File: src/hdd_pkg.sv
// ----------------------------------------------------------------------
// HDD interface package
// Widths, register offsets, ProDOS command and status codes, and the
// access record passed from the bus decoder to the register blocks
// ----------------------------------------------------------------------

package hdd_pkg;

    localparam int DATA_W        = 8;   // 6502 data bus
    localparam int SECTOR_ADDR_W = 9;   // 512-byte block
    localparam int BLOCK_W       = 16;  // ProDOS block number

    // ------------------------------------------------------------------
    // CPU register offsets within the device window
    // ------------------------------------------------------------------
    typedef enum logic [3:0] {
        REG_EXEC      = 4'h0,   // Read executes command, returns status
        REG_STATUS    = 4'h1,
        REG_COMMAND   = 4'h2,
        REG_UNIT      = 4'h3,
        REG_MEM_L     = 4'h4,
        REG_MEM_H     = 4'h5,
        REG_BLOCK_L   = 4'h6,
        REG_BLOCK_H   = 4'h7,
        REG_NEXT_BYTE = 4'h8    // Sector buffer stream
    } hdd_reg_sel_e;

    // ------------------------------------------------------------------
    // ProDOS commands and status codes
    // ------------------------------------------------------------------
    typedef enum logic [7:0] {
        CMD_STATUS = 8'h00,
        CMD_READ   = 8'h01,
        CMD_WRITE  = 8'h02,
        CMD_FORMAT = 8'h03      // Stored only
    } hdd_cmd_e;

    localparam logic [DATA_W-1:0] STATUS_OK      = 8'h00;
    localparam logic [DATA_W-1:0] STATUS_ERROR   = 8'h01;
    localparam logic [DATA_W-1:0] STATUS_BUSY    = 8'h80;
    localparam logic [DATA_W-1:0] STATUS_PROTECT = 8'h2B;

    // One decoded CPU access, valid for a single clock
    typedef struct packed {
        logic              valid;
        logic              is_read;
        hdd_reg_sel_e      sel;
        logic [DATA_W-1:0] wdata;
    } hdd_access_t;

endpackage

File: src/hdd_regs.sv
// ----------------------------------------------------------------------
// HDD parameter registers
// Unit, memory and block registers plus the registered CPU read mux
// ----------------------------------------------------------------------

module hdd_regs (
    input  logic                        CLK_14M,
    input  logic                        RESET,
    input  logic                        DEVICE_SELECT,
    input  hdd_pkg::hdd_access_t        acc,
    input  logic [hdd_pkg::DATA_W-1:0]  status,
    input  logic [hdd_pkg::DATA_W-1:0]  command,
    input  logic [hdd_pkg::DATA_W-1:0]  exec_rdata,
    input  logic [hdd_pkg::DATA_W-1:0]  buf_rdata,
    output logic [hdd_pkg::BLOCK_W-1:0] sector,
    output logic [hdd_pkg::DATA_W-1:0]  D_OUT
);

    logic [hdd_pkg::DATA_W-1:0] reg_unit;
    logic [hdd_pkg::DATA_W-1:0] reg_mem_l;
    logic [hdd_pkg::DATA_W-1:0] reg_mem_h;
    logic [hdd_pkg::DATA_W-1:0] reg_block_l;
    logic [hdd_pkg::DATA_W-1:0] reg_block_h;

    hdd_pkg::hdd_reg_sel_e      rd_sel;     // Offset of the last read
    logic                       rd_pend;
    logic                       sel_q;
    logic [hdd_pkg::DATA_W-1:0] rd_mux;

    assign sector = {reg_block_h, reg_block_l};

    // ------------------------------------------------------------------
    // CPU writes
    // ------------------------------------------------------------------
    always_ff @(posedge CLK_14M)
    begin
        if (RESET)
        begin
            reg_unit    <= '0;
            reg_mem_l   <= '0;
            reg_mem_h   <= '0;
            reg_block_l <= '0;
            reg_block_h <= '0;
        end
        else if (acc.valid && !acc.is_read)
        begin
            case (acc.sel)
                hdd_pkg::REG_UNIT:    reg_unit    <= acc.wdata;
                hdd_pkg::REG_MEM_L:   reg_mem_l   <= acc.wdata;
                hdd_pkg::REG_MEM_H:   reg_mem_h   <= acc.wdata;
                hdd_pkg::REG_BLOCK_L: reg_block_l <= acc.wdata;
                hdd_pkg::REG_BLOCK_H: reg_block_h <= acc.wdata;
                default: ;              // Command side handles the rest
            endcase
        end
    end

    // ------------------------------------------------------------------
    // CPU read data
    // ------------------------------------------------------------------
    always_comb
    begin
        case (rd_sel)
            hdd_pkg::REG_EXEC:      rd_mux = exec_rdata;
            hdd_pkg::REG_STATUS:    rd_mux = status;
            hdd_pkg::REG_COMMAND:   rd_mux = command;
            hdd_pkg::REG_UNIT:      rd_mux = reg_unit;
            hdd_pkg::REG_MEM_L:     rd_mux = reg_mem_l;
            hdd_pkg::REG_MEM_H:     rd_mux = reg_mem_h;
            hdd_pkg::REG_BLOCK_L:   rd_mux = reg_block_l;
            hdd_pkg::REG_BLOCK_H:   rd_mux = reg_block_h;
            hdd_pkg::REG_NEXT_BYTE: rd_mux = buf_rdata;
            default:                rd_mux = '1;
        endcase
    end

    // Captured once per read so NEXT BYTE stays stable
    always_ff @(posedge CLK_14M)
    begin
        if (RESET)
        begin
            sel_q   <= 1'b0;
            rd_pend <= 1'b0;
            D_OUT   <= '1;
        end
        else
        begin
            sel_q   <= DEVICE_SELECT;
            rd_pend <= acc.valid && acc.is_read;
            if (!sel_q)
                D_OUT <= '1;            // Idle bus reads FF
            else if (rd_pend)
                D_OUT <= rd_mux;
        end

        if (acc.valid)
            rd_sel <= acc.sel;
    end

endmodule

File: config.mk
export PLATFORM = sky130hd
export DESIGN_NAME = hdd_regs
export DESIGN_NICKNAME = d
export VERILOG_FILES = /design/src/hdd_pkg.sv /design/src/hdd_regs.sv
export SDC_FILE = /design/constraint.sdc
export NUM_CORES = 1
export LEC_CHECK = 0
export BUFFER_PORTS_ARGS = -buffer_cell sky130_fd_sc_hd__buf_2
export CORE_MARGIN = 2
export CORE_UTILIZATION = 35
export CTS_CLUSTER_SIZE = 14
export DETAILED_ROUTE_END_ITERATION = 10
export PLACE_DENSITY = 0.6
export SYNTH_ARGS = -nofsm -noshare
export SYNTH_HDL_FRONTEND = slang
export SYNTH_SLANG_ARGS = --single-unit
File: constraint.sdc
create_clock -name CLK_14M -period 1.6 [get_ports CLK_14M]
set_input_delay 0.16 -clock CLK_14M [delete_from_list [all_inputs] [get_ports CLK_14M]]
set_output_delay 0.16 -clock CLK_14M [all_outputs]
set_load 0.005 [all_outputs]
* Word-level counts from Yosys, hierarchy flattened
Cells that the tools add are included.
** Word-level totals
- Register bits :: 54
- Bits in latches :: 0
- RAM bits :: 0
- ROM bits :: 0
- Output and inout bits :: 24
- Memories :: 0
** Operators by class
- Add/sub/neg operators :: 0
- Multiply operators :: 0
- Divide/modulo/power cells :: 0
- Magnitude comparators :: 0
- Eq/ne operators :: 13
- Shifts and indexed selects :: 0
- Mux-type cells :: 1
- Bitwise operators :: 1
- Reduce and logical (&&, ||, !) cells :: 10
** Operators by type and width (number)
- 8-bit one-hot mux with 9 select lines :: 1
- 4-bit by 3-bit == test with 1-bit output (second input constant) :: 8
- 4-bit by 2-bit == test with 1-bit output (second input constant) :: 3
- 2-bit AND reduction :: 5
- 4-bit by 1-bit == test with 1-bit output (second input constant) :: 1
- 4-bit == test (second input constant) :: 1
- 4-bit logical NOT :: 1
- 1-bit logical AND :: 2
- 2-bit OR reduction :: 1
- 1-bit logical NOT :: 1
- 1-bit NOT :: 1

* Longest topological paths before layout
- Depth in word-level cells :: 3
- Depth in mapped cells :: 6
- Gate-level depth less buffers :: 4

* Worst setup path after synthesis
OpenSTA, ideal clock, no wires.
- Path type :: register to register
- From :: reg rd_sel[0]
- To :: reg D_OUT[5] (netlist name)
- Data arrival time :: 1.423 ns
- Required time :: 1.478 ns
- Setup slack :: 0.055 ns
- Cell stages (with the launch flop) :: 6
- Buffers on the path :: 1
- Path through :: edfxtp_1 -> buf_6 -> or3_1 -> a21oi_1 -> o31ai_1 -> o32a_1
** On the way
- Word-level cells in the longest chain between the ends :: 2
- Elaborated cells on any way between the ends :: 10
- Those cells by class :: eq/ne (8); mux (1); reduce/logical (1)
** RTL lines
- start: declaration :: RTL line hdd_regs.sv:25 : hdd_pkg::hdd_reg_sel_e rd_sel;
- start signal: assignment :: RTL line hdd_regs.sv:97 : rd_sel <= acc.sel;
- 4-bit == test, or another cell as far along :: RTL line hdd_regs.sv:63 : case (rd_sel)
- 8-bit one-hot mux with 9 select lines (*) :: RTL line hdd_regs.sv:63
- end signal: assignment :: RTL line hdd_regs.sv:93 : D_OUT <= rd_mux;
- end: declaration :: RTL line hdd_regs.sv:16 : output logic [hdd_pkg::DATA_W-1:0] D_OUT
Every way passes the cells marked *; elsewhere a longest branch is shown, timed or not.
A chain may end at the register's enable or synchronous reset.

* Worst setup path in the final report
- From :: reg rd_sel[1]
- To :: reg D_OUT[3] (netlist name)
The elaborated chain is that of the path after synthesis.

==> out/metrics.cfg <==
[clocking]
htree_levels=2
cts_hold_buf=0
clockBufferDepth=2
clock_sinks=54
cts_root_buffer=clkbuf_8
numCtsBuffers=5
cts_tree=yes
clock_latency_ps=310
clkSlewWorstSetupHoldPaths_ps=90

[layout]
syn_to_final_growth_pct=28.0
final_nets=411
design_area_sq_um=3410
drive_gt1_share_pct=36.1
multi_input_area_sq_um=1460
regArea_sq_um=1120
fillers=710
num_antenna_cells=0

[timing]
fin_worst_hold_slack_ps=64.3
fin_skew_ps=13.1
finalHoldViolCount=0
finalSetupViolCount=0
min_period_ps=1600
fin_crit_sh_pct=100
relSlewSlack_pct=61.8
drv_slew=0
rsz0062_at_grt=yes
worstMarginPinSlew_ps=573
tns_ps=0
clock.fmax_mhz=625

[placed_design]
dpl_cell_area_sq_um=3250
gp_congestion=0.866
dp_hpwl_um=5600
port-buffer-count=72

[synth]
synth_compound_gate_area_share_pct=14.4
synthArstFlopShare_pct=0
synth-edff-count=4
syn_inst=275
synthFlopType=dfxtp_1
synth_adder_area_share_pct=0
synth_cell_types=48
ys_seq_area_share_pct=42.1
synth_top_family_by_area=multiplexers
synth_fp_nets=324
synth-xor-area-share_pct=0
syn_area_per_cell_sq_um=9.69
yosys_warnings=0
synthMuxAreaShare_pct=22.4
ys_seq_elements=54
synthSimpleGateAreaFrac_pct=16.4
synth_area_sq_um=2660

[setup_path]
cp_top_family=flip-flops
slowest_delay_ps=540
cp_data_required_time_ps=1850
path_cells=buf_4, inv_1, buf_4, nand3_1, a311oi_1, o32a_1
r2r-start=rd_sel[1]
crit_buf_inv=3
cp_max_fo=10
rr_worst_depth=6
worstSetupEndpointType=flop
crit_top_cell=buf_4
worstSetupPathType=reg2reg
r2r_end=D_OUT[3]
arrival_ps=1850
rrSetupSlack_ps=0.2
crit_slowest_cell=edfxtp_1
start_kind=flop

[power_and_ir_drop]
total_power_mw=2.61
ir_drop_uv=338
cellPowerDensity_nw_per_um2=765
leakagePower_nw=1.58

[floorplan]
coreArea_sq_um=7330
die_x_um=91.2
die_area_sq_um=8320
pin_count=73
initial_core_util_pct=36.3
row_count=31
dieHeight_um=91.2

[drt]
vias=2369
ant_nets=0
drcViolationCount=0
wl_per_cell_um=15.8
routed_via_density=5.13
drt-total-wl_um=7320
detail_route.first_pass.iterations=4
dr.first_iter.drc_count=132

[hold_path]
hold_class=in2reg
hold_depth=1
min_from=acc[10]
min_to=rd_sel[2]

[global_routing]
antenna_found_initial=0
grt_max_degree=43
grt_pass1_wl_um=11500
grt_usage_pct=17.6
grt_pass1_vias=2172
grt_overflow=0

[status]
status=completed

[job]
maxCapViolCount=0

[layer usage]
| metal | vias to the layer above | track usage, % | share of wire [%] |
|---|---|---|---|
| met5 | - | 0 | 0 |
| met4 | 0 | 4.17 | 1.3 |
| met3 | 8 | 3.40 | 5.8 |
| met2 | 83 | 25.8 | 43 |
| met1 | 1107 | 26.6 | 49 |
| li1 | 1171 | - | - |
[report_power, final]
| group | internal, mW | switching (mW) | leakage, nW |
|---|---|---|---|
| combinational | 0.210 | 0.217 | 1.09 |
| sequential | 1.38 | 0.0193 | 0.443 |
| clock | 0.350 | 0.433 | 0.0515 |
| total | 1.94 | 0.670 | 1.58 |
[cells in the final DEF, fill, tap and decap left out, types with 4 or more instances in the layout]
cell type	synthesis	routed
mux2i_1	49	49
nor2_1	51	51
a31oi_1	6	6
a21oi_1	12	9
dfxtp_1	50	50
buf_4	5	26
buf_2	8	72
clkbuf_8	0	6
edfxtp_1	4	4
nand2_1	5	5
mux2_2	7	7
nor2b_1	5	4
[synthesized netlist by cell type (3+ instances only)]
cell type / instances / area, sq um
nor2b_1: 5 / 31.3
edfxtp_1: 4 / 120
mux2i_1: 49 / 490
o32a_1: 3 / 30.0
a21o_1: 3 / 22.5
a21oi_1: 12 / 60.1
nand3_1: 3 / 15.0
o31ai_1: 3 / 22.5
a31oi_1: 6 / 37.5
mux2_2: 7 / 78.8
clkbuf_1: 7 / 26.3
nor2_1: 51 / 191
nand2_1: 5 / 18.8
buf_2: 8 / 40.0
dfxtp_1: 50 / 1000
nor3b_1: 3 / 22.5
o22ai_1: 3 / 18.8
nand2b_1: 3 / 18.8
a22o_1: 3 / 26.3
a221oi_1: 4 / 35.0
buf_4: 5 / 37.5
nand3b_1: 3 / 22.5
[logic make-up after synthesis]
family / count (synthesis)
buffers and inverters: 24
and+or+nand+nor: 87
DFF: 54
muxes: 57
AOI/OAI and AO/OA: 53
[sequential cells by signal, summed over array words and instances (netlist names)]
name and count:
D_OUT 8, rd_pend 1, rd_sel 4, reg_block_h 8, reg_block_l 8, reg_mem_h 8
reg_mem_l 8, reg_unit 8, sel_q 1
[metrics by stage]
step | utilization, % | worst slack, ps | std cells
after floorplan | - | 55.1 | 275
after global placement | 44.4 | 23.1 | 452
after detailed placement | 44.4 | -30.2 | 452
after CTS | 46.0 | -10.6 | 462
after global routing | 46.5 | -55.8 | 462
final | 46.5 | 0.172 | 462
[area by class of cell]
type	instances	area share, %
well taps	99	3.63
inverters	2	0.220
multi-input cells	197	42.7
repair buffers	102	17.9
flip-flops and latches	54	32.9
clock inverters	2	0.330
clock buffers	6	2.42
[repair_timing]
| item | in CTS | in global routing |
|---|---|---|
| buffers inserted | 2 | 0 |
| pin swaps | 2 | 6 |
| gates resized for setup | 3 | 8 |
| endpoints found under the setup margin | 3 | 7 |
[how the worst max path moves through the flow]
stage | from | endpoint | slack [ps] | depth (start not counted)
2_1_floorplan | rd_sel[0] | D_OUT[5] | 60 | 5
5_1_grt | rd_sel[0] | D_OUT[4] | -60 | 6
6_report | rd_sel[1] | D_OUT[3] | 0.2 | 6
4_1_cts | rd_sel[2] | D_OUT[5] | -10 | 5
3_5_place_dp | rd_sel[2] | D_OUT[5] | -30 | 5
3_3_place_gp | rd_sel[2] | D_OUT[5] | 20 | 5
Note: power is estimated with default switching activity, not from simulation.
