$ cat src/hdd_pkg.sv
// ----------------------------------------------------------------------
// HDD interface package
// Widths, register offsets, ProDOS command and status codes, and the
// access record passed from the bus decoder to the register blocks
// ----------------------------------------------------------------------

package hdd_pkg;

    localparam int DATA_W        = 8;   // 6502 data bus
    localparam int SECTOR_ADDR_W = 9;   // 512-byte block
    localparam int BLOCK_W       = 16;  // ProDOS block number

    // ------------------------------------------------------------------
    // CPU register offsets within the device window
    // ------------------------------------------------------------------
    typedef enum logic [3:0] {
        REG_EXEC      = 4'h0,   // Read executes command, returns status
        REG_STATUS    = 4'h1,
        REG_COMMAND   = 4'h2,
        REG_UNIT      = 4'h3,
        REG_MEM_L     = 4'h4,
        REG_MEM_H     = 4'h5,
        REG_BLOCK_L   = 4'h6,
        REG_BLOCK_H   = 4'h7,
        REG_NEXT_BYTE = 4'h8    // Sector buffer stream
    } hdd_reg_sel_e;

    // ------------------------------------------------------------------
    // ProDOS commands and status codes
    // ------------------------------------------------------------------
    typedef enum logic [7:0] {
        CMD_STATUS = 8'h00,
        CMD_READ   = 8'h01,
        CMD_WRITE  = 8'h02,
        CMD_FORMAT = 8'h03      // Stored only
    } hdd_cmd_e;

    localparam logic [DATA_W-1:0] STATUS_OK      = 8'h00;
    localparam logic [DATA_W-1:0] STATUS_ERROR   = 8'h01;
    localparam logic [DATA_W-1:0] STATUS_BUSY    = 8'h80;
    localparam logic [DATA_W-1:0] STATUS_PROTECT = 8'h2B;

    // One decoded CPU access, valid for a single clock
    typedef struct packed {
        logic              valid;
        logic              is_read;
        hdd_reg_sel_e      sel;
        logic [DATA_W-1:0] wdata;
    } hdd_access_t;

endpackage

$ cat src/hdd_bus_decode.sv
// ----------------------------------------------------------------------
// HDD bus decoder
// Samples the 6502 bus and emits one access record per device select
// ----------------------------------------------------------------------

module hdd_bus_decode (
    input  logic                        CLK_14M,
    input  logic                        RESET,
    input  logic                        phi0,
    input  logic                        DEVICE_SELECT,
    input  logic                        RD,
    input  logic [15:0]                 A,
    input  logic [hdd_pkg::DATA_W-1:0]  D_IN,
    output hdd_pkg::hdd_access_t        acc
);

    logic sel_d;        // Select as seen on the previous clock
    logic start;

    // Only the low nibble of A picks the register
    assign start = DEVICE_SELECT && phi0 && !sel_d;

    always_ff @(posedge CLK_14M)
    begin
        if (RESET)
        begin
            sel_d     <= 1'b0;
            acc.valid <= 1'b0;
        end
        else
        begin
            sel_d     <= DEVICE_SELECT;
            acc.valid <= start;     // One clock per select
        end

        // Payload follows the bus every clock
        acc.is_read <= RD;
        acc.sel     <= hdd_pkg::hdd_reg_sel_e'(A[3:0]);
        acc.wdata   <= D_IN;
    end

endmodule

$ cat config.mk
export PLATFORM = sky130hd
export DESIGN_NAME = hdd_bus_decode
export DESIGN_NICKNAME = d
export VERILOG_FILES = /design/src/hdd_pkg.sv /design/src/hdd_bus_decode.sv
export SDC_FILE = /design/constraint.sdc
export NUM_CORES = 1
export LEC_CHECK = 0
export ABC_AREA = 1
export ABC_CLOCK_PERIOD_IN_PS = 800
export BUFFER_PORTS_ARGS = -buffer_cell sky130_fd_sc_hd__buf_2
export CORE_AREA = 2 2 39 41
export CTS_CLUSTER_DIAMETER = 30
export CTS_CLUSTER_SIZE = 14
export DETAILED_ROUTE_END_ITERATION = 8
export DIE_AREA = 0 0 41 43
export PLACE_DENSITY = 0.65
export SETUP_SLACK_MARGIN = 0.3
export SLEW_MARGIN = 20
export SYNTH_ARGS = -nofsm -noshare
export SYNTH_HDL_FRONTEND = slang
export SYNTH_SLANG_ARGS = --single-unit
export TNS_END_PERCENT = 20
$ cat constraint.sdc
create_clock -name CLK_14M -period 0.8 [get_ports CLK_14M]
set_input_delay 0.08 -clock CLK_14M [delete_from_list [all_inputs] [get_ports CLK_14M]]
set_output_delay 0.08 -clock CLK_14M [all_outputs]
set_load 0.005 [all_outputs]
# Yosys cells after proc, flatten, opt, wreduce, memory -nomap -nowiden
# Index checks and enable logic that the tools add are counted.
# word_totals
reg_bits	15
in_bits	29
wordCells	8
# op_classes
n_reduce_logical	3
# ops
operator	n
1-bit logical AND	2
1-bit zero test	1

# Logic depth before layout (Yosys ltp)
# Gate-level depths: netlist of run 1.
# depth
depth_word	2
mapped_depth	3

# Worst setup path after synthesis of run 1
# OpenSTA, ideal clock, no wires.
# synth_path
kind	register -> register
start	register sel_d
end	register acc[13] (netlist bit)
setup_ns	0.110
arrival_time_ns	0.395
path_slack_ns	0.295
stages_incl_launch_ff	4
period_less_slack_ns	0.505
cell_sequence	dfxtp_1 -> inv_1 -> nand2_1 -> nor2_2
# synth_between
elab_chain_len	2
# synth_rtl
item	line	text
start: declaration	hdd_bus_decode.sv:17	logic sel_d;
start signal: assignment	hdd_bus_decode.sv:27	sel_d <= 1'b0;
start signal: assignment	hdd_bus_decode.sv:32	sel_d <= DEVICE_SELECT;
1-bit zero test	hdd_bus_decode.sv:21	assign start = DEVICE_SELECT && phi0 && !sel_d;
1-bit logical AND	hdd_bus_decode.sv:21	
end: declaration	hdd_bus_decode.sv:14	output hdd_pkg::hdd_access_t acc
# No other way between the ends.
# A chain may end at the register's enable or synchronous reset.

# Worst setup path after layout of run 1
# layout_path
start	register acc[8] (netlist bit)
end	output acc[8] (netlist bit)
# No word-level cell between the ends.

==> results.md, run 1 <==
* Status: finished, violations left
* Failing checks: negative hold slack
* Row count at 14
* Netlist cell types at 5
* Chip Width at around 40 µm
* Fin. Hold Viols at 13
* Post-Route WL at 586 µm
* Via Count at roughly 250
* Port-buffer cells at 30
* Crit path buf inv count at 1
* I/O pin total at 43
* Clk buf depth at 2
* Placed cell count at 67
* Vias in the first global route at 201
* Antenna Cells at 0
* Cell chain of the critical path: buf_6
* CP max stage delay at 0.32 ns
* Area share of the largest cell type after synthesis at 91.60%
* Post-synth top flop: dfxtp_1
* Worst hold margin at -0.09330 ns
* Post-synth top area cell: dfxtp_1
* CP max FO at 1
* Nets@finish at 85
* #FFs+latches synth at 15
* Via density at between 3 and 4
* Final Non-Filler Cells at 71
* Syn Nets at 50
* Period utilisation layout at 96.45%
* Slowest CP cell: dfxtp_2
* Hpwl dp at 476.9 µm
* Initial antenna violation count at 0
* Post-synth EDFFs at 0
* P per Cell Area at 2362 nW/µm²
* Leakage at 0.2880 nW
* WS Path Type: flip-flop to primary output
* Slew margin rel. at 94.81%
* Crit path max-delay family: flip-flops
* Slew at the pin with the worst max-slew slack at slightly below 0.08 ns
* Most numerous cell in the Yosys netlist: dfxtp_1
* GRT overflow at 0
* Mapped cell area at 327.8 µm²
* Critical Path Source Type: flip-flop
* Wire length per cell at between 8 and 9 µm
* MaxCap Viol Count at 0
* FF/Latch Area at 304.0 µm²
* Most area-consuming cells after synthesis: dfxtp_1, inv_1, nand2_2, nor2_2, nand2_1
* Post-DRT Antenna Nets at 0
* Crit. End Element: primary output
* Root buffer cell: clkbuf_4
* Largest net degree at the start of global routing at 9
* FILL cells at 149
* Synth warn at 0
* Fin util at between 30% and 40%
* Clock Sinks at 15
* Sequential share of the synthesized area at 91.60%
* Data required, critical path at 0.72 ns
* RSZ-0062 raised after global routing: yes
* Final Power at 1.282 mW
* Setup violators final at 0
* Share of layout cells above drive strength 1 at about 73%
* CTS HTree Levels at 1
* Total GRT Usage at under 10%
* Max Fclk at roughly 1300 MHz
* Latest clock arrival within the worst-skew pair at 0.27 ns
* Area Overhead vs Synth at 65.65%
* Clock buffer count from CTS at 3
* Core Area at about 1400 µm²
* CTS tree: built
* Maximum VDD drop at 0.6300 mV
* Fin. max-slew vios at 0
* Multi-input gate area at 18.77 µm²
* Mean Syn Cell Area at about 16 µm²
* Post-synthesis async set-or-reset flop share at 0%
* FF-to-FF setup slack at 0.27 ns
* Number of setup buffers added after CTS at 0
* Total Die Area at 1763 µm²
* Gpl congestion at 0.6482
* WP data arrival at a little under 0.7 ns
* Synth Instances at 21
* Min-Delay Path Class: primary input to flip-flop
* Final Skew at 0.001846 ns
* Initial Util at 23.69%
* 1st-iter DRT viols at 1
* Detailed Routing Iterations Pass 1 at 2
* Die Ht at 43 µm
* Worst-path clk slew at 0.08 ns
* Residual DRC count at 0
* Period minus WS final at 0.7716 ns
* Synth top cells by count: dfxtp_1, inv_1, nand2_1, nand2_2, nor2_2
* First-pass GRT wire length at 786 µm
==> layer usage <==
| layer | global-route usage (%) | vias to the layer above | share of wire [%] |
|---|---|---|---|
| met3 | 7.853 | 0 | 28 |
| met5 | 0 | - | 0 |
| met1 | 6.169 | 93 | 35 |
| li1 | - | 127 | - |
| met4 | 8.000 | 0 | 0 |
| met2 | 9.063 | 27 | 37 |
==> report_power, final <==
part	switching [mW]	leakage [nW]	internal, mW
Clock	0.202	0.0150	0.193
Sequential	0.00904	0.126	0.787
Combinational	0.0317	0.147	0.0598
Total	0.243	0.288	1.04
==> timing repair <==
item | in CTS | in global routing
cloned | 0 | 0
resized for setup | 0 | 7
pin swaps | 0 | 1
setup endpoints to repair | 15 | 15
hold endpoints to repair | 13 | 13
==> sequential cells by signal, summed over array words and instances (netlist names) <==
name / cells
acc: 14
sel_d: 1
==> kinds of logic after synthesis <==
logic type             share of synthesized area (%)
flip-flops                                     91.60
AND/OR/NAND/NOR                                4.963
buffers and inverters                          3.435
==> per-stage QoR <==
stage                     area, µm²  setup slack, ns  setup TNS [ns]
after global placement        498.0           0.2838               0
after floorplan               327.8           0.2950               0
after CTS                     524.3          0.01732               0
after detailed placement      498.0           0.2769               0
after global routing          543.0         -0.02898         -0.2116
final                         543.0          0.02837               0
==> cells in the final DEF (no fill, tap or decap) <==
master,instances
nor2_2,1
dfxtp_1,12
dfxtp_2,3
buf_2,28
clkbuf_4,3
nand2_2,2
inv_2,1
inv_1,2
clkbuf_1,1
buf_6,2
==> path summary, 6_finish.rpt <==
| check | from | endpoint | cells past startpoint |
|---|---|---|---|
| worst max-delay path | acc[8]$_DFF_P_ | acc[8] | 1 |
| worst min-delay path | D_IN[0] | acc[0]$_DFF_P_ | 1 |
| worst max register to register | sel_d$_SDFF_PP0_ | acc[13]$_SDFF_PP0_ | 3 |
| worst min register to register | sel_d$_SDFF_PP0_ | acc[13]$_SDFF_PP0_ | 3 |
==> layout make-up <==
| class | instances | area share, % |
|---|---|---|
| sequential | 15 | 55.99 |
| timing repair buffer | 30 | 29.95 |
| clock buffer | 4 | 4.839 |
| tap | 16 | 3.687 |
| multi-input combinational | 3 | 3.456 |
| inverter | 3 | 2.074 |
No activity file was read; power rests on OpenSTA's default activity.
==> inputs of run 2 (changes only) <==
- PLACE_DENSITY: 0.65 -> 0.74
==> run 2 against run 1 <==
Net effect: the run still ends with negative hold slack left; worst hold slack got worse by 0.0038 ns; combinational power down 2.2%; clock-buffer cell count unchanged; die area unchanged; utilization fell by 0.18 points; clock power rose by 3%; critical path depth unchanged; cell count unchanged; register-to-register slack about the same; maximum frequency fell by 0.84%; clock skew fell by 0.0018 ns; sequential share of layout area rose by 0.26 points; critical endpoint is now acc[3].
==> results.md, run 2 (synthesis gave the netlist of run 1 again) <==
* Status: finished, violations left
* Failing checks: negative hold slack
* Chip Width at 41 µm
* Placed cell areas at 498.0 µm²
* I/O pin total at 43
* Core Area at 1384 µm²
* R2r startpoint: sel_d$_SDFF_PP0_
* Die Ht at ~43 µm
* Latest clock arrival within the worst-skew pair at 0.27 ns
* Data required, critical path at 0.72 ns
* Worst-path clk slew at approximately 0.08 ns
* Total GRT Usage at 7.482%
* Worst hold margin at -0.09709 ns
* Slew margin rel. at 94.53%
* Residual DRC count at 0
* Number of setup buffers added after CTS at 0
* Gpl congestion at 0.5691
* Largest regs: acc (14), sel_d (1)
* Critical Path Start: acc[3]$_DFF_P_
* Cell chain of the critical path: buf_2
* Port-buffer cells at 30
* Number of flip-flops in the largest register at 14
* Clock Sinks at 15
* Area Overhead vs Synth at 64.89%
* CP max FO at 1
* First-pass GRT wire length at 807 µm
* Nets@finish at 85
* Maximum VDD drop at ~1.0 mV
* Slowest CP cell: dfxtp_2
* Critical Path Source Type: flip-flop
* Clk buf depth at 2
* Share of layout cells above drive strength 1 at ~70%
* Period utilisation layout at roughly 97%
* Initial antenna violation count at 0
* Clock buffer count from CTS at 3
* Min-Delay Path Class: primary input to flip-flop
* CTS tree: built
* Period minus WS final at 0.7782 ns
* Total Die Area at 1763 µm²
* Post-DRT Antenna Nets at 0
* FILL cells at roughly 140
* Detailed Routing Iterations Pass 1 at 1
* Commonest cells after routing, fill and taps aside: buf_2, dfxtp_1, inv_1, dfxtp_2, clkbuf_4
* 1st-iter DRT viols at 0
* FF-to-FF setup slack at 0.26 ns
* WS Path Type: flip-flop to primary output
* Final Skew at 0.00001837 ns
* Hpwl dp at 489.7 µm
* Vias in the first global route at slightly above 200
* Crit path buf inv count at 1
* RSZ-0062 raised after global routing: yes
* Fin. Hold Viols at 13
* MaxCap Viol Count at 0
* GRT overflow at 0
* Biggest register: acc
* WP data arrival at about 0.7 ns
* Worst reg-to-reg path cell count at 3
* Finished Cell Area at 540.5 µm²
* Slew at the pin with the worst max-slew slack at roughly 0.08 ns
* Critical path destination: acc[3]
* Instance count on the critical path at 1
* R2R Path End: acc[13]$_SDFF_PP0_
* Antenna Cells at 0
* P per Cell Area at 2390 nW/µm²
* Post-Route WL at between 500 and 600 µm
* Wire length per cell at about 8.4 µm
* CP max stage delay at 0.31 ns
* Setup violators final at 0
* Via Count at 244
* Initial Util at 23.69%
* Via density at about 3.4
* Largest net degree at the start of global routing at 9
* Leakage at 0.2880 nW
* Crit path max-delay family: flip-flops
* Max Fclk at 1285 MHz
* Commonest non-fill, non-tap cell in the layout: buf_2
* Crit. End Element: primary output
* CTS HTree Levels at 1
* Root buffer cell: clkbuf_4
* Row count at 14
* Fin. max-slew vios at 0
-- run 2: worst min path at each step --
| stage | cells past startpoint | slack, ns | to | from |
|---|---|---|---|---|
| finish | 1 | -0.1 | acc[1]$_DFF_P_ | D_IN[1] |
| global route | 1 | -0.12 | acc[8]$_DFF_P_ | A[0] |
| CTS | 1 | -0.11 | acc[6]$_DFF_P_ | D_IN[6] |
| detailed placement | 1 | 0.18 | acc[1]$_DFF_P_ | D_IN[1] |
| global placement | 1 | 0.18 | acc[8]$_DFF_P_ | A[0] |
| floorplan | 0 | 0.11 | acc[0]$_DFF_P_ | D_IN[0] |
-- run 2: worst register-to-register path: cells and delay by family, from the launching register on --
kind | cells | cell delay (ns)
flip-flops | 1 | 0.32
AND/OR/NAND/NOR | 2 | 0.10
buffers and inverters | 1 | 0.03
-- run 2: layer usage --
metal | global-route usage, % | part of all wire, % | vias to the layer above
met5 | 0 | 0 | -
met4 | 8.000 | 0 | 0
met3 | 3.141 | 12 | 0
met2 | 10.63 | 52 | 17
met1 | 7.237 | 36 | 100
li1 | - | - | 127
-- run 2: final cells by class --
class | instances | area, µm² | share of cell area (%)
flip-flops and latches | 15 | 304.0 | 56.25
repair buffers | 30 | 162.7 | 30.09
clock buffers | 4 | 26.28 | 4.861
well taps | 16 | 20.02 | 3.704
multi-input cells | 3 | 16.27 | 3.009
inverters | 3 | 11.26 | 2.083
-- run 2: repair_timing --
| action | 4_1_cts | 5_1_grt |
|---|---|---|
| resized for setup | 0 | 5 |
| endpoints found under the hold margin | 13 | 13 |
| endpoints found under the setup margin | 15 | 15 |
| pin swaps | 0 | 2 |
-- run 2: stage by stage --
stage / setup TNS, ns / instances / setup WS [ns] / power (mW) / util [%]
CTS: 0 / 71 / 0.01301 / 1.309 / 37.88
floorplan: 0 / 21 / 0.2950 / 0.8265 / -
global route: -0.1266 / 71 / -0.01890 / 1.369 / 39.06
global placement: 0 / 67 / 0.2868 / 0.8943 / 35.99
detailed placement: 0 / 67 / 0.2783 / 0.8970 / 35.99
finish: 0 / 71 / 0.02181 / 1.292 / 39.06
-- run 2: power breakdown --
group | switching [mW] | leakage [nW] | internal (mW) | total, mW
Clock | 0.214 | 0.0150 | 0.193 | 0.407
Sequential | 0.00887 | 0.126 | 0.787 | 0.796
Combinational | 0.0307 | 0.147 | 0.0589 | 0.0895
