$ cat src/hdd_pkg.sv
// ----------------------------------------------------------------------
// HDD interface package
// Widths, register offsets, ProDOS command and status codes, and the
// access record passed from the bus decoder to the register blocks
// ----------------------------------------------------------------------

package hdd_pkg;

    localparam int DATA_W        = 8;   // 6502 data bus
    localparam int SECTOR_ADDR_W = 9;   // 512-byte block
    localparam int BLOCK_W       = 16;  // ProDOS block number

    // ------------------------------------------------------------------
    // CPU register offsets within the device window
    // ------------------------------------------------------------------
    typedef enum logic [3:0] {
        REG_EXEC      = 4'h0,   // Read executes command, returns status
        REG_STATUS    = 4'h1,
        REG_COMMAND   = 4'h2,
        REG_UNIT      = 4'h3,
        REG_MEM_L     = 4'h4,
        REG_MEM_H     = 4'h5,
        REG_BLOCK_L   = 4'h6,
        REG_BLOCK_H   = 4'h7,
        REG_NEXT_BYTE = 4'h8    // Sector buffer stream
    } hdd_reg_sel_e;

    // ------------------------------------------------------------------
    // ProDOS commands and status codes
    // ------------------------------------------------------------------
    typedef enum logic [7:0] {
        CMD_STATUS = 8'h00,
        CMD_READ   = 8'h01,
        CMD_WRITE  = 8'h02,
        CMD_FORMAT = 8'h03      // Stored only
    } hdd_cmd_e;

    localparam logic [DATA_W-1:0] STATUS_OK      = 8'h00;
    localparam logic [DATA_W-1:0] STATUS_ERROR   = 8'h01;
    localparam logic [DATA_W-1:0] STATUS_BUSY    = 8'h80;
    localparam logic [DATA_W-1:0] STATUS_PROTECT = 8'h2B;

    // One decoded CPU access, valid for a single clock
    typedef struct packed {
        logic              valid;
        logic              is_read;
        hdd_reg_sel_e      sel;
        logic [DATA_W-1:0] wdata;
    } hdd_access_t;

endpackage

$ cat src/hdd_cmd_ctrl.sv
// ----------------------------------------------------------------------
// HDD command control
// Command and status registers, execute-on-read, host strobes and the
// sector buffer pointer for the NEXT BYTE stream
// ----------------------------------------------------------------------

module hdd_cmd_ctrl (
    input  logic                              CLK_14M,
    input  logic                              RESET,
    input  hdd_pkg::hdd_access_t              acc,
    input  logic                              hdd_mounted,
    input  logic                              hdd_protect,
    output logic [hdd_pkg::DATA_W-1:0]        status,
    output logic [hdd_pkg::DATA_W-1:0]        command,
    output logic [hdd_pkg::DATA_W-1:0]        exec_rdata,
    output logic [hdd_pkg::SECTOR_ADDR_W-1:0] sec_ptr,
    output logic                              buf_we,
    output logic [hdd_pkg::DATA_W-1:0]        buf_wdata,
    output logic                              hdd_read,
    output logic                              hdd_write
);

    logic cmd_wr;       // Write to COMMAND
    logic exec_rd;      // Read of offset 0
    logic next_acc;     // Either direction of NEXT BYTE
    logic is_xfer;
    logic wr_protected;

    assign cmd_wr   = acc.valid && !acc.is_read && (acc.sel == hdd_pkg::REG_COMMAND);
    assign exec_rd  = acc.valid && acc.is_read && (acc.sel == hdd_pkg::REG_EXEC);
    assign next_acc = acc.valid && (acc.sel == hdd_pkg::REG_NEXT_BYTE);

    assign is_xfer = (acc.wdata == hdd_pkg::CMD_READ) || (acc.wdata == hdd_pkg::CMD_WRITE);
    assign wr_protected = (command == hdd_pkg::CMD_WRITE) && hdd_protect;

    // Buffer write lands on the current pointer before it advances
    assign buf_we    = next_acc && !acc.is_read;
    assign buf_wdata = acc.wdata;

    // ------------------------------------------------------------------
    // Command, status, pointer and strobes
    // ------------------------------------------------------------------
    always_ff @(posedge CLK_14M)
    begin
        if (RESET)
        begin
            status    <= hdd_pkg::STATUS_OK;
            command   <= hdd_pkg::CMD_STATUS;
            sec_ptr   <= '0;
            hdd_read  <= 1'b0;
            hdd_write <= 1'b0;
        end
        else
        begin
            hdd_read  <= 1'b0;      // Strobes last one clock
            hdd_write <= 1'b0;

            if (cmd_wr)
            begin
                command <= acc.wdata;
                sec_ptr <= '0;
                status  <= is_xfer ? hdd_pkg::STATUS_BUSY : hdd_pkg::STATUS_OK;
            end
            else if (exec_rd)
            begin
                case (command)
                    hdd_pkg::CMD_STATUS:
                        status <= hdd_mounted ? hdd_pkg::STATUS_OK : hdd_pkg::STATUS_ERROR;
                    hdd_pkg::CMD_READ:
                    begin
                        if (hdd_mounted)
                            hdd_read <= 1'b1;
                        else
                            status <= hdd_pkg::STATUS_ERROR;
                    end
                    hdd_pkg::CMD_WRITE:
                    begin
                        if (hdd_mounted && !hdd_protect)
                            hdd_write <= 1'b1;
                        else
                            status <= hdd_pkg::STATUS_ERROR;    // Missing or protected
                    end
                    hdd_pkg::CMD_FORMAT: ;      // Accepted, nothing to run
                    default: ;
                endcase
            end
            else if (next_acc)
            begin
                sec_ptr <= sec_ptr + 1'b1;
                // Last byte of a read clears busy
                if (acc.is_read && (sec_ptr == '1))
                    status <= hdd_pkg::STATUS_OK;
            end
        end
    end

    // Value returned by the execute read, status before the update
    always_ff @(posedge CLK_14M)
    begin
        if (exec_rd)
            exec_rdata <= wr_protected ? hdd_pkg::STATUS_PROTECT : status;
    end

endmodule

$ cat config.mk
export PLATFORM = sky130hd
export DESIGN_NAME = hdd_cmd_ctrl
export DESIGN_NICKNAME = d
export VERILOG_FILES = /design/src/hdd_pkg.sv /design/src/hdd_cmd_ctrl.sv
export SDC_FILE = /design/constraint.sdc
export NUM_CORES = 1
export LEC_CHECK = 0
export BUFFER_PORTS_ARGS = -buffer_cell sky130_fd_sc_hd__buf_2
export CAP_MARGIN = 40
export CORE_MARGIN = 4
export CORE_UTILIZATION = 30
export CTS_CLUSTER_DIAMETER = 100
export CTS_CLUSTER_SIZE = 10
export DETAILED_ROUTE_END_ITERATION = 10
export HOLD_SLACK_MARGIN = 0.08
export PLACE_DENSITY_LB_ADDON = 0.2
export REMOVE_ABC_BUFFERS = 1
export SLEW_MARGIN = 20
export SYNTH_ARGS = -nofsm -noshare
export SYNTH_HDL_FRONTEND = slang
export SYNTH_SLANG_ARGS = --single-unit
$ cat constraint.sdc
create_clock -name CLK_14M -period 1.7 [get_ports CLK_14M]
set_input_delay 0.51 -clock CLK_14M [delete_from_list [all_inputs] [get_ports CLK_14M]]
set_output_delay 0.51 -clock CLK_14M [all_outputs]
set_load 0.02 [all_outputs]
== After elaboration in Yosys (flattened, before gate mapping) ==
Cells that the tools add are included.

* Register bits: 35
* Input port bits: 18
* Output and inout port bits: 44
* Logic and storage cells: 52

* Add/subtract/negate cells: 1
* Eq/ne operators: 10
* Multiplexer cells: 11
* Bitwise operators: 3
* Reduce and logical (&&, ||, !) cells: 21

{| class="wikitable"
|+ Operators with widths
! operator !! count
|-
| $mux W8 || 7
|-
| $pmux W8 S3 || 1
|-
| $eq A8 B1 Y1 const B || 2
|-
| $eq A8 B2 Y1 const B || 2
|-
| $add A9 B1 Y9 const B || 1
|-
| $eq A9 B9 Y1 const B || 1
|-
| $logic_and A1 B1 Y1 || 9
|-
| $logic_not A8 Y1 || 1
|-
| $ne A4 B4 Y1 const B || 2
|-
| $reduce_or A4 Y1 || 2
|-
| $reduce_bool A3 Y1 || 2
|-
| $ne A5 B2 Y1 const B || 1
|-
| $reduce_and A5 Y1 || 1
|-
| $eq A4 B2 Y1 const B || 1
|-
| $eq A4 B4 Y1 const B || 1
|-
| $logic_not A4 Y1 || 1
|-
| $mux W1 || 3
|-
| $not A1 Y1 || 3
|-
| $logic_not A1 Y1 || 2
|-
| $reduce_and A2 Y1 || 1
|-
| $reduce_or A2 Y1 || 1
|-
| $logic_or A1 B1 Y1 || 1
|}

== Longest topological paths before layout ==
Gate-level depths: netlist (run 1).

* Depth after elaboration: 6
* Mapped depth: 8
* Gate-level depth less buffers: 8

== Worst setup path before layout (run 1) ==
No wires, ideal clock.

* Path type: input to output
* Start: in acc[10] (netlist name)
* End: out buf_we
* Arrival: 1245 ps
* Data required time: 1190 ps
* Slack: -55 ps
* Stages on the path: 3
* Path buffers: 0
* Cells stage by stage: nor4b_2 -> nand2_1 -> nor2_1

* Cells in the longest elaborated chain, start to end: 3

{| class="wikitable"
|+ RTL lines
! item !! line !! source
|-
| from (decl) || hdd_cmd_ctrl.sv:10 || <nowiki>input hdd_pkg::hdd_access_t acc,</nowiki>
|-
| $eq A4 B4 Y1 || hdd_cmd_ctrl.sv:31 || <nowiki>assign next_acc = acc.valid && (acc.sel == hdd_pkg::REG_NEXT_BYTE);</nowiki>
|-
| $logic_and A1 B1 Y1 || hdd_cmd_ctrl.sv:31 ||
|-
| $logic_and A1 B1 Y1 || hdd_cmd_ctrl.sv:37 || <nowiki>assign buf_we = next_acc && !acc.is_read;</nowiki>
|-
| to (decl) || hdd_cmd_ctrl.sv:17 || <nowiki>output logic buf_we,</nowiki>
|}

No other way between the ends.

== Worst setup path in the final report (run 1) ==
Same ends and word-level chain as after synthesis.

==> results.ini, run 1 <==
[floorplanning]
die_y_um = 73.4
core_sq_um = 4060
start_util = 0.316
io_pins = 62
dieArea_sq_um = 5380
die_w_um = 73.4
rows = 23

[final_layout]
diodes = 0
syn_to_final_growth_pct = 31.6
fin_area_sq_um = 1690
layout-drive-gt1-share = 0.403
fillers = 404
nets = 222
multi_input_area_sq_um = 681
ff_latch_area_sq_um = 512

[timing]
hold_violations = 0
finalCritPeriodShare = 1.03
final_max_slew_viol_count = 0
finalCriticalPeriod_ns = 1.76
tns_ns = -0.0553
finalSetupViolCount = 1
setup_ws_ns = -0.0553
fmax_mhz = 570
whs_ns = 0.458
rsz0062_at_grt = yes
clock_skew_ns = 0.00215

[yosys]
yosys_register_bits = 24
netlist_area_sq_um = 1280
ys_dominant_reg_cell = dfxtp_1
yosysWarnings = 0
synth_area_leaders = dfxtp_1 33%, buf_4 12%, nand2_1 7.6%
synth_edf_count = 3
yosysTopAreaCellShare = 0.328
netlist_instances = 146
synthArstFlopShare = 0
synth_cell_types = 35
yosysTopAreaCell = dfxtp_1
yosysSeqAreaShare = 0.398
yosysMostFrequentCell = nand2_1
ys_top_cells_by_count = 26 x nand2_1, 21 x buf_4, 21 x dfxtp_1, 11 x a21oi_1, 9 x nor2_1
syn_avg_cell_area_sq_um = 8.78

[power_and_ir_drop]
switching_share = 0.252
p_int_uw = 782
p_seq_frac = 0.551
power_frac_clock = 0.330
ir_drop_uv = 267
power_density_nw_per_um2 = 620
p_switching_uw = 264
p_leak_uw = 0.000783
combPwrFrac = 0.120
power.total_uw = 1050

[detailed_routing]
wl_per_cell_um = 12.4
drtPass1Iterations = 4
drc = 0
routed_wl_mm = 3.12
drt_iter0_markers = 48
ant_nets = 0
routed-via-count = 1142
vias_per_cell = 4.55

[setup_path]
path_class = in -> out
arrival_ns = 1.25
ff2ff_setup_slack_ns = 0.10
crit_path_end_kind = output port
reg2reg_depth = 8
worst-path-max-fanout = 2
r2r-end = status[0]
crit_required_ns = 1.19
reg2reg_from = sec_ptr[1]
startpoint_type = input port

[global_route]
antenna_found_initial = 0
grt_util_all_layers = 0.116
grt_pass1_vias = 1125
grt_max_degree = 16
gr-total-overflow = 0
grt_pass1_wl_mm = 4.95

[clocking]
clockBufferDepth = 2
htreeDepth = 1
tritoncts = yes
cts.sinks = 24
worstSkewPairLatency_ns = 0.26
cts-buffers-inserted = 3
cts.clk_slew.worst_paths_ns = 0.09
cts-root-buf = clkbuf_8

[placed_design]
dp_hpwl_mm = 2.52
placedInstanceArea_sq_um = 1550
portBuffers = 52
gp_congestion = 0.859
preCtsSetupSlack_ns = -0.129

[min_path]
hold_end = status[7]
hp-start = acc[5]
hold_class = in -> reg
worstHoldPathCells = 2

[status]
outcome = finished, violations left
violations = setup timing

[flow_run]
drv_cap = 0

[placed cells by master, fill, tap and decap left out, types with 2 or more instances in the layout]
| master | count |
|---|---|
| buf_2 | 49 |
| nand2_1 | 25 |
| dfxtp_1 | 20 |
| buf_4 | 15 |
| a21oi_1 | 11 |
| nor2_1 | 9 |
| conb_1 | 9 |
| nor2b_1 | 5 |
| xor2_1 | 5 |
| nand4_1 | 4 |
| and2_1 | 4 |
| nand3_1 | 4 |
| xnor2_1 | 3 |
| clkbuf_8 | 3 |
| edfxtp_1 | 3 |
| nand2b_1 | 2 |
| nor4b_4 | 2 |
| o21ai_0 | 2 |
| nand3b_1 | 2 |
| nor4_1 | 2 |
[area by class of cell]
class | count | share of cell area
tap | 50 | 0.0371
sequential | 24 | 0.303
inverter | 1 | 0.00222
clock inverter | 1 | 0.00222
clock buffer | 3 | 0.0245
timing repair buffer | 66 | 0.228
multi-input combinational | 106 | 0.403
[power groups by stage]
stage | Combinational, uW | Sequential (uW) | Clock [uW]
after global routing | 137 | 577 | 379
after CTS | 123 | 576 | 356
after detailed placement | 116 | 589 | 0
after floorplan | 39.1 | 592 | 0
final | 126 | 576 | 345
after global placement | 114 | 589 | 0
[through the flow]
stage / util / cells
2_1_floorplan: - / 131
3_3_place_gp: 0.382 / 244
3_5_place_dp: 0.382 / 244
4_1_cts: 0.403 / 250
5_1_grt: 0.416 / 251
6_report: 0.416 / 251
[sequential cells by signal, summed over array words and instances, names as in the netlist]
register / flops
command: 8
exec_rdata: 3
hdd_read: 1
hdd_write: 1
sec_ptr: 9
status: 2
[worst max-delay path, cell delays in order]
cell and delay, ns:
buf_8 0.10, nor4b_4 0.28, nand2_1 0.10, nor2_1 0.10, buf_4 0.15
[worst max-delay path by stage]
stage	depth (start not counted)	to	start
detailed placement	6	status[7]	acc[10]
CTS	5	buf_we	acc[9]
floorplan	3	buf_we	acc[10]
global placement	5	buf_we	acc[10]
global route	5	buf_we	acc[10]
finish	5	buf_we	acc[10]
[what timing repair did]
item                                    CTS  global route
gates resized for setup                   5             9
pin swaps                                 3             8
hold buffers                              0             0
endpoints found under the setup margin    1             6
buffers inserted                          2             2
[routing by layer]
metal / wire (um) / up-vias / GRT usage
met5: 0 / - / 0
met4: 22 / 0 / 0.0362
met3: 186 / 2 / 0.0274
met2: 1630 / 37 / 0.207
met1: 1290 / 519 / 0.137
li1: - / 584 / -
[kinds of logic (layout without fill, tap and decap cells)]
| kind of cell | Yosys count | in the layout | synth area share |
|---|---|---|---|
| buffers and inverters | 24 | 71 | 0.133 |
| xor gates and xnor gates | 8 | 8 | 0.0546 |
| DFF | 24 | 24 | 0.398 |
| other | 1 | 9 | 0.00292 |
| and+or+nand+nor | 69 | 69 | 0.299 |
| adders and majority gates | 2 | 2 | 0.0195 |
| AOI/OAI and AO/OA | 18 | 18 | 0.0927 |
Note: power is estimated with default switching activity, not from simulation.
==> run 2, diff against run 1 <==
- ABC_AREA: unset -> 1
==> run 2 against run 1 <==
Compared with the run above: the run now ends clean; utilization fell by 2.3 points; power grew 17%; sequential power barely moved; worst setup slack improved by 0.12 ns; design area grew 1.4%; clock power is 46% higher; via count increased by 5.6%; worst hold slack better by 0.0086 ns; flip-flop and latch count unchanged; first-iteration DRC count up 25%; synthesized cell count up 23%; largest power group unchanged; highest routed layer unchanged.
==> results.ini, run 2 <==
[final_layout]
diodes = 0
nets = 255
largest_reg_flops = 9
layout-drive-gt1-share = 0.368
postLayoutCoreUtil = 0.393
largest_register = sec_ptr
mostFrequentLayoutCells = 52 x buf_2, 29 x nand2_1, 26 x nor2_1
final_common_cell = buf_2
syn_to_final_growth_pct = 27.6
reg_top3 = sec_ptr: 9 flops, command: 8 flops, exec_rdata: 3 flops

[placed_design]
preCtsSetupSlack_ns = -0.00884
gp_congestion = 0.725
dp_hpwl_mm = 2.34
portBuffers = 52

[setup_path]
ff2ff_setup_slack_ns = 0.17
arrival_ns = 1.12
crit_path_end_kind = output port
r2r-end = status[0]
startpoint_type = input port
reg2reg_from = sec_ptr[0]
path_class = in -> out
crit_required_ns = 1.19
reg2reg_depth = 11
worst-path-max-fanout = 2

[global_route]
grt_max_degree = 17
grt_util_all_layers = 0.104
grt_pass1_wl_mm = 4.56
gr-total-overflow = 0
grt_pass1_vias = 1077
antenna_found_initial = 0

[min_path]
hp-start = command[6]
worstHoldPathCells = 2
hold_end = command[6]
hold_class = reg -> reg

[power_and_ir_drop]
p_leak_uw = 0.000876
ir_drop_uv = 358
power.total_uw = 1230
power_density_nw_per_um2 = 717

[timing]
final_max_slew_viol_count = 0
finalSetupViolCount = 0
clock_skew_ns = 0.0102
finalCriticalPeriod_ns = 1.63
fmax_mhz = 613
whs_ns = 0.467
tns_ns = 0
rsz0062_at_grt = yes
setup_ws_ns = 0.0693
finalCritPeriodShare = 0.959
hold_violations = 0

[detailed_routing]
vias_per_cell = 4.22
routed_wl_mm = 2.83
ant_nets = 0
met1Wirelength_mm = 1.25
drc = 0
wl_met2_mm = 1.35
met3_wirelength_um = 215
wl_per_cell_um = 9.89
drtPass1Iterations = 4
top_layer = met4
routed-via-count = 1206
drt_iter0_markers = 60

[floorplanning]
rows = 24
start_util = 0.308
die_y_um = 74.9
io_pins = 62
core_sq_um = 4350
die_w_um = 74.9
dieArea_sq_um = 5600

[clocking]
cts.clk_slew.worst_paths_ns = 0.09
clockBufferDepth = 2
cts-buffers-inserted = 3
cts.sinks = 24
htreeDepth = 1
cts-root-buf = clkbuf_8
tritoncts = yes
cts_setup_buffers = 0
worstSkewPairLatency_ns = 0.27

[yosys]
netlist_area_sq_um = 1340
synth_area_leaders = dfxtp_1 31%, buf_4 11%, nand2_1 8.4%
yosys_register_bits = 24
yosysMostFrequentCell = nand2_1
yosysSeqAreaShare = 0.381
yosysWarnings = 0
synthArstFlopShare = 0
syn_avg_cell_area_sq_um = 7.45
yosysTopAreaCell = dfxtp_1
netlist_instances = 180
yosysTopAreaCellShare = 0.313
ys_top_cells_by_count = 30 x nand2_1, 28 x nor2_1, 24 x inv_1, 21 x dfxtp_1, 19 x buf_4
synth_cell_types = 28
ys_dominant_reg_cell = dfxtp_1
synth_edf_count = 3

[status]
outcome = finished, final reports clean

[flow_run]
drv_cap = 0

## run 2: cell types whose count changed in the layout (fill, tap and decap cells not counted), moves of 3 or more
cell / delta
nand3_1: +5
o21ai_0: +8
buf_4: -4
nor2_2: +3
xnor2_1: -3
nor2b_1: -5
buf_2: +3
nand2_1: +4
nand4_1: -3
and2_1: -4
inv_1: +23
nor2_1: +17
## run 2: cell families (layout without fill, tap and decap cells)
family	after synthesis	in the layout	synth area share
other	1	9	0.00280
AO/OA/AOI/OAI	23	23	0.0914
XOR/XNOR	3	3	0.0196
flip-flops	24	24	0.381
AND/OR/NAND/NOR	81	81	0.291
buffers and inverters	46	92	0.196
adder cells (fa/ha/maj)	2	2	0.0187
## run 2: cell type report
cell class / count / area [sq um]
clock inverters: 1 / 30.0
clock buffers: 3 / 41.3
fillers: 484 / 2640
inverters: 25 / 93.8
well taps: 52 / 65.1
repair buffers: 63 / 343
flip-flops and latches: 24 / 513
multi-input cells: 118 / 626
## run 2: worst max-delay path by stage
stage | startpoint | endpoint | slack [ns] | depth (start not counted)
after floorplan | acc[9] | buf_we | 0.003 | 3
after global placement | acc[9] | buf_we | 0.02 | 5
after detailed placement | acc[9] | status[0] | -0.009 | 10
after CTS | acc[9] | buf_we | 0.06 | 5
after global routing | sec_ptr[0] | status[0] | -0.05 | 12
final | acc[9] | buf_we | 0.07 | 5
## run 2: timing repair
action                                 in CTS  in global routing
hold buffers                                0                  0
gates cloned                                0                  0
endpoints found under the hold margin       0                  0
gates resized for setup                     1                  8
pin swaps                                   0                 13
setup endpoints to repair                   1                  2
## run 2: report_power, final
group / internal (uW) / switching [uW] / leakage, uW
registers: 577 / 2.71 / 0.000197
logic: 49.4 / 93.7 / 0.000643
clock network: 315 / 190 / 0.0000357
## run 2: per-stage QoR
| step | std cells | instance area [sq um] |
|---|---|---|
| 2_1_floorplan | 167 | 1200 |
| 3_3_place_gp | 282 | 1610 |
| 3_5_place_dp | 282 | 1610 |
| 4_1_cts | 286 | 1680 |
| 5_1_grt | 286 | 1710 |
| 6_report | 286 | 1710 |
## run 2: layer usage
| layer | up-vias | GRT usage |
|---|---|---|
| li1 | 644 | - |
| met1 | 523 | 0.131 |
| met2 | 37 | 0.172 |
| met3 | 2 | 0.0307 |
| met4 | 0 | 0.0296 |
| met5 | - | 0 |
## run 2: worst max-delay path, cell delays in order
cell	delay, ns
buf_2	0.11
nor2_2	0.17
nand3_4	0.09
nor2_1	0.08
buf_2	0.16
==> run 3, diff against run 2 <==
- CORE_ASPECT_RATIO: unset -> 1.75
==> run 3 against run 2 <==
Compared with the run above: sequential power barely moved; clock skew fell by 0.0078 ns; utilization rose by 0.64 points; non-clock buffer count rose by 1; flip-flop and latch count did not move; die area rose by 0.75%; sequential share of layout area rose by 0.40 points; global-route usage rose by 0.94 points; design area fell by 1.3%; via count rose by 1.8%; critical path type unchanged; critical endpoint unchanged; largest power group unchanged.
==> results.ini, run 3 (synthesized netlist as in run 2, its figures left out) <==
[floorplanning]
dieArea_sq_um = 5650
die_y_um = 96.5
die_w_um = 58.5
rows = 31
io_pins = 62
core_sq_um = 4230
start_util = 0.317

[timing]
finalCriticalPeriod_ns = 1.62
whs_ns = 0.474
hold_violations = 0
rsz0062_at_grt = no
finalCritPeriodShare = 0.955
fmax_mhz = 616
finalSetupViolCount = 0
clock_skew_ns = 0.00244
final_max_slew_viol_count = 0

[clocking]
cts-buffers-inserted = 3
tritoncts = yes
cts.sinks = 24
htreeDepth = 1
hold_buffers = 0
cts-root-buf = clkbuf_8
cts.clk_slew.worst_paths_ns = 0.08
worstSkewPairLatency_ns = 0.26
clockBufferDepth = 2

[flow_run]
drv_cap = 0

[final_layout]
mostFrequentLayoutCells = 52 x buf_2, 30 x nand2_1, 26 x nor2_1
fin_cells = 284
layout-drive-gt1-share = 0.362
reg_top3 = sec_ptr: 9 flops, command: 8 flops, exec_rdata: 3 flops
largest_register = sec_ptr
final_common_cell = buf_2
largest_reg_flops = 9
syn_to_final_growth_pct = 25.9
nets = 256
diodes = 0

[global_route]
grt_max_degree = 15
antenna_found_initial = 0
grt_pass1_vias = 1204
grt_util_all_layers = 0.113
gr-total-overflow = 0
grt_pass1_wl_mm = 4.98

[placed_design]
placed_cells = 280
dp_hpwl_mm = 2.54
gp_congestion = 0.726
portBuffers = 52

[setup_path]
cp_num_cells = 5
cp_common_cell = buf_2
cp_num_buf_inv = 2
path_class = in -> out
cp_cell_sequence = buf_2, nor2_2, nand3_4, nor2_1, buf_2
crit_required_ns = 1.19
crit_path_start = acc[10]
arrival_ns = 1.11
ff2ff_setup_slack_ns = 0.16
r2r-end = status[7]
critPathSlowestCell = buf_2
slowest_delay_ns = 0.17
cp-endpoint = buf_we
reg2reg_depth = 11
crit_path_end_kind = output port
startpoint_type = input port
worst-path-max-fanout = 2
worst_path_dominant_cell_family = simple AND/OR/NAND/NOR gates
reg2reg_from = sec_ptr[0]

[detailed_routing]
ant_nets = 0
wl_per_cell_um = 10.5
vias_per_cell = 4.32
drt_iter0_markers = 14
drc = 0
routed_wl_mm = 2.99
drtPass1Iterations = 4
routed-via-count = 1228

[power_and_ir_drop]
power_density_nw_per_um2 = 656
p_switching_uw = 276
switching_share = 0.249
p_leak_uw = 0.000878
p_seq_frac = 0.523
p_int_uw = 832
power_frac_clock = 0.348
combPwrFrac = 0.129
ir_drop_uv = 371
power.total_uw = 1110

[min_path]
hold_class = reg -> reg
worstHoldPathCells = 2

[status]
outcome = finished, final reports clean

run 3: changes by cell type in the layout (fill, tap and decap cells not counted), sizes merged:
| cell | previous run | this run |
|---|---|---|
| bufinv | 1 | 0 |
| buf | 63 | 64 |
| clkbuf | 3 | 4 |
run 3: repair_timing:
item                                    in CTS  in global routing
endpoints found under the setup margin       1                  3
buffers inserted                             0                  0
gates cloned                                 0                  0
gates resized for setup                      1                  6
run 3: worst min path at each step:
stage,from,end
CTS,command[6],command[6]
floorplan,command[5],command[5]
global placement,command[6],command[6]
finish,command[6],command[6]
global route,command[6],command[6]
detailed placement,command[6],command[6]
run 3: layout make-up:
| class | instances | area (sq um) |
|---|---|---|
| tap | 49 | 61.3 |
| clock buffer | 4 | 55.1 |
| sequential | 24 | 513 |
| timing repair buffer | 64 | 350 |
| fill | 465 | 2540 |
| inverter | 25 | 93.8 |
| multi-input combinational | 118 | 616 |
run 3: routing by layer:
| metal | wire length [um] | up-vias | track usage |
|---|---|---|---|
| li1 | - | 642 | - |
| met1 | 1070 | 553 | 0.111 |
| met2 | 1690 | 29 | 0.219 |
| met3 | 173 | 4 | 0.0199 |
| met4 | 54 | 0 | 0.0580 |
| met5 | 0 | - | 0 |
run 3: worst register-to-register path, delay by kind of cell (launching register included):
family / cells / cell delay (ns)
simple gates: 9 / 0.75
flops: 1 / 0.34
fa+ha+maj: 2 / 0.35
run 3: stage by stage:
step	utilization	cell area, sq um	setup TNS, ns	setup WS, ns
after floorplan	-	1200	0	0.00303
final	0.400	1690	0	0.0770
after CTS	0.395	1670	0	0.0490
after global placement	0.382	1610	0	0.00948
after global routing	0.400	1690	0	0.0121
after detailed placement	0.382	1610	-0.00919	-0.00919
run 3: power by group through the flow:
stage / Clock (uW) / Sequential [uW] / Combinational [uW]
global placement: 0 / 592 / 142
detailed placement: 0 / 593 / 142
floorplan: 0 / 599 / 58.8
CTS: 404 / 579 / 143
finish: 385 / 579 / 143
global route: 430 / 580 / 159
